$ cat src/hub_macros.svh
`ifndef HUB_MACROS_SVH
`define HUB_MACROS_SVH

// Serial bus count and bus index width
`define HUB_N_BUSES 8
`define HUB_BUS_W 3

// Line timing, start bit + 43 message bits + stop bit
`define HUB_BIT_CYCLES 4
`define HUB_FRAME_BITS 45

// APB register map
`define HUB_REG_CTRL 8'h00
`define HUB_REG_TX_ID 8'h04
`define HUB_REG_TX_DATA 8'h08
`define HUB_REG_STATUS 8'h0C
`define HUB_REG_RX_ID 8'h10
`define HUB_REG_RX_DATA 8'h14

`endif

$ cat src/hub_pkg.sv
`default_nettype none

package hub_pkg;

  // Opcode field of the CTRL register
  typedef enum logic [1:0]
  {
    CMD_NOP    = 2'd0,
    CMD_SEND   = 2'd1,
    CMD_LISTEN = 2'd2,
    CMD_ABORT  = 2'd3
  } hub_cmd_e;

  // Controller state
  typedef enum logic [1:0]
  {
    ST_IDLE   = 2'd0,
    ST_SEND   = 2'd1,
    ST_LISTEN = 2'd2
  } hub_state_e;

  // Message as it goes on the wire, id first and MSB first
  typedef struct packed
  {
    logic [10:0] cob_id;
    logic [31:0] data;
  } hub_msg_t;

endpackage

`default_nettype wire

$ cat src/hub_link_if.sv
`default_nettype none
`include "hub_macros.svh"

interface hub_link_if import hub_pkg::*; ();

  // Command pulses from the controller
  logic start_tx;
  logic start_rx;
  logic abort;

  // Bus choice and outgoing message from the register file
  logic [`HUB_BUS_W-1:0] bus_sel;
  hub_msg_t tx_msg;

  // PHY status
  logic tx_busy;
  logic tx_done;
  logic rx_done;
  hub_msg_t rx_msg;

  modport ctrl (output start_tx, start_rx, abort, input tx_done);

  modport phy (input start_tx, start_rx, abort, bus_sel, tx_msg,
               output tx_busy, tx_done, rx_done, rx_msg);

  modport regs (input tx_busy, tx_done, rx_done, rx_msg, output bus_sel, tx_msg);

endinterface

`default_nettype wire

$ cat src/hub_apb_regs.sv
`default_nettype none
`include "hub_macros.svh"

module hub_apb_regs import hub_pkg::*; (
  input  logic        clk_40,
  input  logic        rst,
  input  logic [7:0]  paddr,
  input  logic        psel,
  input  logic        penable,
  input  logic        pwrite,
  input  logic [31:0] pwdata,
  output logic [31:0] prdata,
  output logic        pready,
  output logic        pslverr,
  hub_link_if.regs    link,
  input  logic        busy,
  output logic        cmd_valid,
  output hub_cmd_e    cmd,
  output logic        irq
);

  logic                  access;
  logic                  wr;
  logic                  mapped;
  logic                  ctrl_wr;
  logic                  refuse;
  logic                  status_busy;
  hub_cmd_e              wr_cmd;
  logic [10:0]           tx_id;
  logic [31:0]           tx_data;
  logic [`HUB_BUS_W-1:0] bus_sel;
  hub_msg_t              rx_hold;
  logic                  tx_done_flag;
  logic                  rx_valid_flag;
  logic                  overrun_flag;

  assign access  = psel & penable;
  assign wr      = access & pwrite;
  assign ctrl_wr = wr && (paddr == `HUB_REG_CTRL);
  assign wr_cmd  = hub_cmd_e'(pwdata[1:0]);

  // Busy until the PHY has really let go of the line
  assign status_busy = busy | link.tx_busy;

  // SEND and LISTEN need an idle hub, ABORT always goes through
  assign refuse    = ctrl_wr && status_busy && (wr_cmd == CMD_SEND || wr_cmd == CMD_LISTEN);
  assign cmd_valid = ctrl_wr && !refuse;
  assign cmd       = wr_cmd;

  assign pready  = 1'b1;
  assign pslverr = access && (!mapped || refuse);
  assign irq     = tx_done_flag | rx_valid_flag;

  assign link.bus_sel = bus_sel;
  assign link.tx_msg  = {tx_id, tx_data};

  // Address decode and read mux
  always_comb
  begin
    mapped = 1'b1;
    prdata = '0;
    case (paddr)
      `HUB_REG_CTRL:    prdata[6:4] = bus_sel;
      `HUB_REG_TX_ID:   prdata[10:0] = tx_id;
      `HUB_REG_TX_DATA: prdata = tx_data;
      `HUB_REG_STATUS:  prdata[3:0] = {overrun_flag, rx_valid_flag, tx_done_flag, status_busy};
      `HUB_REG_RX_ID:   prdata[10:0] = rx_hold.cob_id;
      `HUB_REG_RX_DATA: prdata = rx_hold.data;
      default:          mapped = 1'b0;
    endcase
  end

  // Message registers
  always_ff @(posedge clk_40)
  begin
    if (wr && paddr == `HUB_REG_TX_ID)
      tx_id <= pwdata[10:0];
    if (wr && paddr == `HUB_REG_TX_DATA)
      tx_data <= pwdata;
    // Newest frame always wins
    if (link.rx_done)
      rx_hold <= link.rx_msg;
  end

  // Bus choice and status flags
  always_ff @(posedge clk_40)
  begin
    if (!rst)
    begin
      bus_sel       <= '0;
      tx_done_flag  <= 1'b0;
      rx_valid_flag <= 1'b0;
      overrun_flag  <= 1'b0;
    end
    else
    begin
      if (cmd_valid && (wr_cmd == CMD_SEND || wr_cmd == CMD_LISTEN))
        bus_sel <= pwdata[4+:`HUB_BUS_W];

      if (link.tx_done)
        tx_done_flag <= 1'b1;
      else if (wr && paddr == `HUB_REG_STATUS && pwdata[1])
        tx_done_flag <= 1'b0;

      // Set beats write-one-to-clear and read-to-clear
      if (link.rx_done)
        rx_valid_flag <= 1'b1;
      else if (wr && paddr == `HUB_REG_STATUS && pwdata[2])
        rx_valid_flag <= 1'b0;
      else if (access && !pwrite && paddr == `HUB_REG_RX_DATA)
        rx_valid_flag <= 1'b0;

      if (link.rx_done && rx_valid_flag)
        overrun_flag <= 1'b1;
      else if (wr && paddr == `HUB_REG_STATUS && pwdata[3])
        overrun_flag <= 1'b0;
    end
  end

endmodule

`default_nettype wire

$ cat src/hub_bus_phy.sv
`default_nettype none
`include "hub_macros.svh"

module hub_bus_phy import hub_pkg::*; (
  input  logic                    clk_40,
  input  logic                    rst,
  hub_link_if.phy                 link,
  output logic [`HUB_N_BUSES-1:0] tx,
  input  logic [`HUB_N_BUSES-1:0] rx
);

  localparam int FRAME = `HUB_FRAME_BITS;
  localparam int CNT_W = $clog2(`HUB_BIT_CYCLES);
  localparam int BITS_W = $clog2(`HUB_FRAME_BITS);
  localparam logic [CNT_W-1:0] CNT_LAST = CNT_W'(`HUB_BIT_CYCLES - 1);
  localparam logic [CNT_W-1:0] CNT_MID = CNT_W'(`HUB_BIT_CYCLES / 2);
  localparam logic [CNT_W-1:0] CNT_ONE = CNT_W'(1);
  localparam logic [BITS_W-1:0] BIT_LAST = BITS_W'(`HUB_FRAME_BITS - 1);

  logic              tx_active;
  logic [FRAME-1:0]  tx_shift;
  logic [CNT_W-1:0]  tx_cnt;
  logic [BITS_W-1:0] tx_bits;
  logic              tx_line;
  logic              rx_s1;
  logic              rx_s2;
  logic              rx_prev;
  logic              rx_armed;
  logic              rx_active;
  logic [FRAME-2:0]  rx_shift;
  logic [CNT_W-1:0]  rx_cnt;
  logic [BITS_W-1:0] rx_bits;

  assign link.tx_busy = tx_active;
  assign tx_line = tx_active ? tx_shift[FRAME-1] : 1'b1;

  // Unselected buses idle high
  always_comb
  begin
    tx = '1;
    tx[link.bus_sel] = tx_line;
  end

  // Transmit bit timing
  always_ff @(posedge clk_40)
  begin
    if (!rst)
    begin
      tx_active    <= 1'b0;
      tx_cnt       <= '0;
      tx_bits      <= '0;
      link.tx_done <= 1'b0;
    end
    else
    begin
      link.tx_done <= 1'b0;
      if (link.abort)
        tx_active <= 1'b0;
      else if (link.start_tx)
      begin
        tx_active <= 1'b1;
        tx_cnt    <= '0;
        tx_bits   <= '0;
      end
      else if (tx_active)
      begin
        tx_cnt <= (tx_cnt == CNT_LAST) ? '0 : tx_cnt + 1'b1;
        if (tx_cnt == CNT_LAST && tx_bits == BIT_LAST)
        begin
          tx_active    <= 1'b0;
          link.tx_done <= 1'b1;
        end
        else if (tx_cnt == CNT_LAST)
          tx_bits <= tx_bits + 1'b1;
      end
    end
  end

  // Start bit, message, stop bit; shifts in ones behind
  always_ff @(posedge clk_40)
  begin
    if (link.start_tx)
      tx_shift <= {1'b0, link.tx_msg, 1'b1};
    else if (tx_active && tx_cnt == CNT_LAST)
      tx_shift <= {tx_shift[FRAME-2:0], 1'b1};
  end

  // Two-flop sync on the selected rx line, plus one for edge detect
  always_ff @(posedge clk_40)
  begin
    if (!rst)
    begin
      rx_s1   <= 1'b1;
      rx_s2   <= 1'b1;
      rx_prev <= 1'b1;
    end
    else
    begin
      rx_s1   <= rx[link.bus_sel];
      rx_s2   <= rx_s1;
      rx_prev <= rx_s2;
    end
  end

  // Receive control, edge cycle counts as cycle 0 of the start bit
  always_ff @(posedge clk_40)
  begin
    if (!rst)
    begin
      rx_armed     <= 1'b0;
      rx_active    <= 1'b0;
      rx_cnt       <= '0;
      rx_bits      <= '0;
      link.rx_done <= 1'b0;
    end
    else
    begin
      link.rx_done <= 1'b0;
      if (link.abort)
      begin
        rx_armed  <= 1'b0;
        rx_active <= 1'b0;
      end
      else if (link.start_rx)
      begin
        rx_armed  <= 1'b1;
        rx_active <= 1'b0;
      end
      else if (rx_active)
      begin
        rx_cnt <= (rx_cnt == CNT_LAST) ? '0 : rx_cnt + 1'b1;
        if (rx_cnt == CNT_MID)
        begin
          rx_bits <= rx_bits + 1'b1;
          // Glitch, not a real start bit
          if (rx_bits == '0 && rx_s2)
            rx_active <= 1'b0;
          else if (rx_bits == BIT_LAST)
          begin
            rx_active    <= 1'b0;
            link.rx_done <= rx_s2;
          end
        end
      end
      else if (rx_armed && rx_prev && !rx_s2)
      begin
        rx_active <= 1'b1;
        rx_cnt    <= CNT_ONE;
        rx_bits   <= '0;
      end
    end
  end

  // Receive shift register, message kept only with a good stop bit
  always_ff @(posedge clk_40)
  begin
    if (rx_active && rx_cnt == CNT_MID)
    begin
      rx_shift <= {rx_shift[FRAME-3:0], rx_s2};
      if (rx_bits == BIT_LAST && rx_s2)
        link.rx_msg <= rx_shift[FRAME-3:0];
    end
  end

endmodule

`default_nettype wire

$ cat src/hub_msg_ctrl.sv
`default_nettype none

module hub_msg_ctrl import hub_pkg::*; (
  input  logic       clk_40,
  input  logic       rst,
  input  logic       cmd_valid,
  input  hub_cmd_e   cmd,
  output hub_state_e state,
  hub_link_if.ctrl   link
);

  always_ff @(posedge clk_40)
  begin
    if (!rst)
    begin
      state         <= ST_IDLE;
      link.start_tx <= 1'b0;
      link.start_rx <= 1'b0;
      link.abort    <= 1'b0;
    end
    else
    begin
      // Pulses last one cycle only
      link.start_tx <= 1'b0;
      link.start_rx <= 1'b0;
      link.abort    <= 1'b0;

      case (state)
        ST_IDLE:
        begin
          if (cmd_valid && cmd == CMD_SEND)
          begin
            state         <= ST_SEND;
            link.start_tx <= 1'b1;
          end
          else if (cmd_valid && cmd == CMD_LISTEN)
          begin
            state         <= ST_LISTEN;
            link.start_rx <= 1'b1;
          end
        end
        ST_SEND:
        begin
          // Frame finished on the line
          if (link.tx_done)
            state <= ST_IDLE;
        end
        ST_LISTEN:
        begin
          // Stays armed, only ABORT gets out of here
          state <= ST_LISTEN;
        end
        default:
        begin
          state <= ST_IDLE;
        end
      endcase

      // ABORT overrides whatever the state did above
      if (cmd_valid && cmd == CMD_ABORT)
      begin
        state      <= ST_IDLE;
        link.abort <= 1'b1;
      end
    end
  end

endmodule

`default_nettype wire

$ cat src/mopshub_lite.sv
`default_nettype none
`include "hub_macros.svh"

module mopshub_lite import hub_pkg::*; (
  input  logic                    clk_40,
  input  logic                    rst,
  input  logic [7:0]              paddr,
  input  logic                    psel,
  input  logic                    penable,
  input  logic                    pwrite,
  input  logic [31:0]             pwdata,
  output logic [31:0]             prdata,
  output logic                    pready,
  output logic                    pslverr,
  output logic [`HUB_N_BUSES-1:0] tx,
  input  logic [`HUB_N_BUSES-1:0] rx,
  output logic                    irq
);

  hub_state_e state;
  hub_cmd_e   cmd;
  logic       cmd_valid;

  hub_link_if link ();

  hub_apb_regs u_regs (
    .clk_40    (clk_40),
    .rst       (rst),
    .paddr     (paddr),
    .psel      (psel),
    .penable   (penable),
    .pwrite    (pwrite),
    .pwdata    (pwdata),
    .prdata    (prdata),
    .pready    (pready),
    .pslverr   (pslverr),
    .link      (link),
    .busy      (state != ST_IDLE),
    .cmd_valid (cmd_valid),
    .cmd       (cmd),
    .irq       (irq)
  );

  hub_msg_ctrl u_ctrl (
    .clk_40    (clk_40),
    .rst       (rst),
    .cmd_valid (cmd_valid),
    .cmd       (cmd),
    .state     (state),
    .link      (link)
  );

  hub_bus_phy u_phy (
    .clk_40 (clk_40),
    .rst    (rst),
    .link   (link),
    .tx     (tx),
    .rx     (rx)
  );

endmodule

`default_nettype wire

$ cat config.mk
export PLATFORM = sky130hd
export DESIGN_NAME = mopshub_lite
export DESIGN_NICKNAME = d
export VERILOG_FILES = /design/src/hub_pkg.sv /design/src/hub_link_if.sv /design/src/hub_apb_regs.sv /design/src/hub_bus_phy.sv /design/src/hub_msg_ctrl.sv /design/src/mopshub_lite.sv
export VERILOG_INCLUDE_DIRS = /design/src /design/src/src
export SDC_FILE = /design/constraint.sdc
export NUM_CORES = 1
export LEC_CHECK = 0
export BUFFER_PORTS_ARGS = -buffer_cell sky130_fd_sc_hd__buf_2
export CORE_UTILIZATION = 35
export CTS_CLUSTER_DIAMETER = 30
export DETAILED_ROUTE_END_ITERATION = 10
export SLEW_MARGIN = 15
export SYNTH_ARGS = -nofsm -noshare
export SYNTH_HDL_FRONTEND = slang
export SYNTH_SLANG_ARGS = --single-unit
$ cat constraint.sdc
create_clock -name clk_40 -period 3.7 [get_ports clk_40]
set_clock_uncertainty 0.1 [all_clocks]
set_input_delay 0.185 -clock clk_40 [delete_from_list [all_inputs] [get_ports clk_40]]
set_output_delay 0.185 -clock clk_40 [all_outputs]
set_load 0.01 [all_outputs]
==> impl_metrics.py <==
metrics = {
    "hold_path": {
        "holdPathStages": 4,
        "hp-start": "rx[7]",
        "min_to": "u_phy.rx_s1$_SDFF_PN1_",
        "hp-class": "primary input to flop",
    },
    "route": {
        "drt-initial-drc-count": 393,
        "drt-pass1-iter-count": 7,
        "routedWlPerCell_um": 18.66,
        "wirelength_mm": 20.59,
        "drcViolationCount": 7,
        "vias_per_cell": 5.102,
        "ant_nets": 0,
        "via_count": 5627,
    },
    "status": {
        "status": "finished with violations",
        "violations": "DRC",
    },
    "timing": {
        "setup_violations": 0,
        "fmax_mhz": 391.4,
        "slew_violations": 0,
        "tns_ps": 0,
        "slew_headroom_pct": 28.32,
        "worst_slew_pin_slew_ps": 1075,
        "hold_violations": 0,
        "period_minus_slack_ps": 2555,
        "min_period_over_period_pct": 69.06,
        "hold_slack_ps": 20.81,
        "rsz0062_at_grt": "no",
    },
    "placement": {
        "numPortBuffers": 94,
        "dp.cells": 989,
        "hpwlAfterDp_mm": 13.17,
        "gp_congestion": 0.8480,
        "placed_area_um2": 10330,
    },
    "synth": {
        "syn-num-nets": 636,
        "synth_cell_types": 57,
        "synth_cells": 573,
        "ys_seq_elements": 251,
        "synth-edff-count": 215,
        "ys.flop_type": "edfxtp_1",
        "synth-seq-area-share_pct": 75.81,
        "syn_area_per_cell_um2": 16.52,
        "yosys_warnings": 0,
        "synth.cell_area_um2": 9467,
        "async_reset_ff_share_pct": 0,
    },
    "final_layout": {
        "fin_nets": 798,
        "finalNonFillerCells": 1103,
        "design_area_um2": 12150,
        "drive_above_1_share_pct": 30.73,
        "synthToLayoutAreaGrowth_pct": 28.35,
        "antennaDiodeCount": 0,
    },
    "floorplanning": {
        "rows": 59,
        "dieArea_um2": 27710,
        "core_um2": 26280,
        "io_pins": 96,
        "die_x_um": 166.5,
        "initial_core_util_pct": 36.02,
        "die_h_um": 166.5,
    },
    "clock_tree": {
        "cts-htree-levels": 2,
        "numCtsBuffers": 44,
        "cts.sinks": 251,
        "cts_tree": "done",
        "cts.clk_slew.worst_paths_ps": 60,
        "ctsResizeCount": 0,
        "cts_setup_buffers": 0,
        "root_buffer": "clkbuf_16",
        "clk_latency_ps": 510,
        "clk_path_buf_depth": 3,
    },
    "worst_setup_path": {
        "worstSetupStartpointType": "primary input",
        "critPathArrivalTime_ps": 2270,
        "reg2reg_from": "u_phy.rx_bits[0]$_SDFFE_PN0P_",
        "reg2reg_to": "u_phy.link.rx_msg[15]$_DFFE_PP_",
        "crit_path_end_kind": "output port",
        "crit_path_max_fanout": 7,
        "critPathKind": "primary input to output port",
        "reg2reg_slack_ps": 1420,
        "reg2regPathDepth": 6,
        "worstPathRequired_ps": 3410,
    },
    "global_routing": {
        "grt_pass1_vias": 5928,
        "grt_antenna_before_repair": 0,
        "grt_pass1_wl_mm": 32.27,
        "track_usage_pct": 14.94,
        "grt_max_degree": 46,
        "gr-total-overflow": 0,
    },
    "job": {
        "drv_cap": 0,
    },
    "pwr": {
        "p_leak_nw": 4.238,
        "vdd_drop_max_v": 0.0003613,
        "p_per_area_nw_per_um2": 580.0,
    },
}
[through the flow]
stage | total power, mW | setup slack (ps) | utilization (%)
final | 7.047 | 1145 | 46.23
after global routing | 7.260 | 1176 | 46.23
after CTS | 7.117 | 1223 | 46.23
after detailed placement | 3.185 | 1288 | 39.33
after global placement | 3.183 | 1260 | 39.33
after floorplan | 3.131 | 480.8 | -
[logic make-up (layout without fill, tap and decap cells)]
family	Yosys count	after routing	share of synthesized area [%]
AO/OA/AOI/OAI	105	105	7.904
XOR/XNOR	2	2	0.1851
multiplexers	49	49	6.040
flip-flops	251	251	75.81
AND/OR/NAND/NOR	120	120	7.137
adder cells (fa/ha/maj)	10	10	1.322
buffers and inverters	35	230	1.560
other	1	1	0.03961
[critical path, cell delays in order]
cell	delay [ps]
buf_2	130
or4b_1	690
nor2_1	620
a22oi_1	190
o21ai_0	240
buf_2	220
[routing by layer]
metal	up-vias	GRT usage [%]	wire, µm
met5	-	0	0
met4	0	6.522	538
met3	46	2.685	839
met2	176	24.50	10010
met1	2815	19.47	9194
li1	2590	-	-
[synthesized netlist by cell type, drive strengths merged, types with 6 or more instances]
| master | n | share of area (%) |
|---|---|---|
| edfxtp | 215 | 68 |
| mux2 | 45 | 5.4 |
| dfxtp | 36 | 7.6 |
| nand2 | 24 | 0.95 |
| nor2 | 24 | 0.98 |
| a21oi | 21 | 1.2 |
| a22o | 21 | 1.9 |
| a22oi | 18 | 1.4 |
| o21ai | 16 | 0.85 |
| inv | 14 | 0.56 |
| buf | 11 | 0.61 |
| nand3 | 11 | 0.58 |
| clkbuf | 10 | 0.40 |
| ha | 10 | 1.3 |
| or3 | 9 | 0.59 |
| nor2b | 7 | 0.46 |
| and3 | 6 | 0.40 |
[worst max-delay path by stage]
stage | start | endpoint | cells past startpoint
6_report | paddr[5] | prdata[1] | 6
3_5_place_dp | paddr[5] | prdata[1] | 6
5_1_grt | paddr[2] | prdata[3] | 7
3_3_place_gp | paddr[5] | prdata[1] | 6
4_1_cts | paddr[5] | prdata[1] | 6
2_1_floorplan | u_phy.rx_bits[0]$_SDFFE_PN0P_ | u_phy.link.rx_done$_SDFF_PP0_ | 6
[power breakdown]
group	internal [mW]	total [mW]	leakage, nW	switching [mW]
sequential	3.04	3.04	2.22	0.00113
combinational	0.0595	0.119	1.30	0.0600
clock	2.48	3.89	0.712	1.40
[flip-flops by register name (all words and copies together), names as in the netlist, 2 cells and up]
| signal | cells |
|---|---|
| u_phy.rx_cnt | 2 |
| u_phy.rx_shift | 43 |
| u_phy.tx_shift | 44 |
| u_phy.rx_bits | 6 |
| u_regs.rx_hold | 43 |
| u_phy.link.rx_msg | 43 |
| u_phy.tx_cnt | 2 |
| u_regs.tx_data | 32 |
| u_regs.tx_id | 11 |
| u_ctrl.state | 2 |
| u_regs.link.bus_sel | 3 |
| u_phy.tx_bits | 6 |
[final cells by class]
class / count / area [µm²]
fillers: 2243 / 14130
flip-flops and latches: 251 / 7179
multi-input cells: 287 / 2153
clock buffers: 48 / 1137
repair buffers: 137 / 880.8
well taps: 335 / 419.2
clock inverters: 31 / 327.8
inverters: 14 / 52.55
[cells in the final DEF (no fill, tap or decap), types with 5 or more instances in the layout]
| cell | n |
|---|---|
| ha_1 | 10 |
| or3_1 | 9 |
| and3_1 | 6 |
| clkinv_1 | 5 |
| clkinv_2 | 5 |
| dfxtp_1 | 34 |
| inv_6 | 6 |
| nor3_1 | 5 |
| a21oi_1 | 19 |
| edfxtp_1 | 215 |
| nand3_1 | 11 |
| buf_2 | 94 |
| nor2b_1 | 7 |
| a22o_1 | 21 |
| a22oi_1 | 18 |
| dlygate4sd3_1 | 35 |
| nand2b_1 | 5 |
| nand2_1 | 24 |
| clkbuf_16 | 45 |
| inv_1 | 12 |
| clkinv_4 | 5 |
| nand4_1 | 5 |
| mux2_2 | 45 |
| nor2_1 | 21 |
| o21ai_0 | 16 |
| buf_4 | 8 |
[what timing repair did]
item	4_1_cts	5_1_grt
endpoints found under the setup margin	0	0
hold buffers	35	0
hold endpoints to repair	57	0
Note: power is estimated with default switching activity, not from simulation.
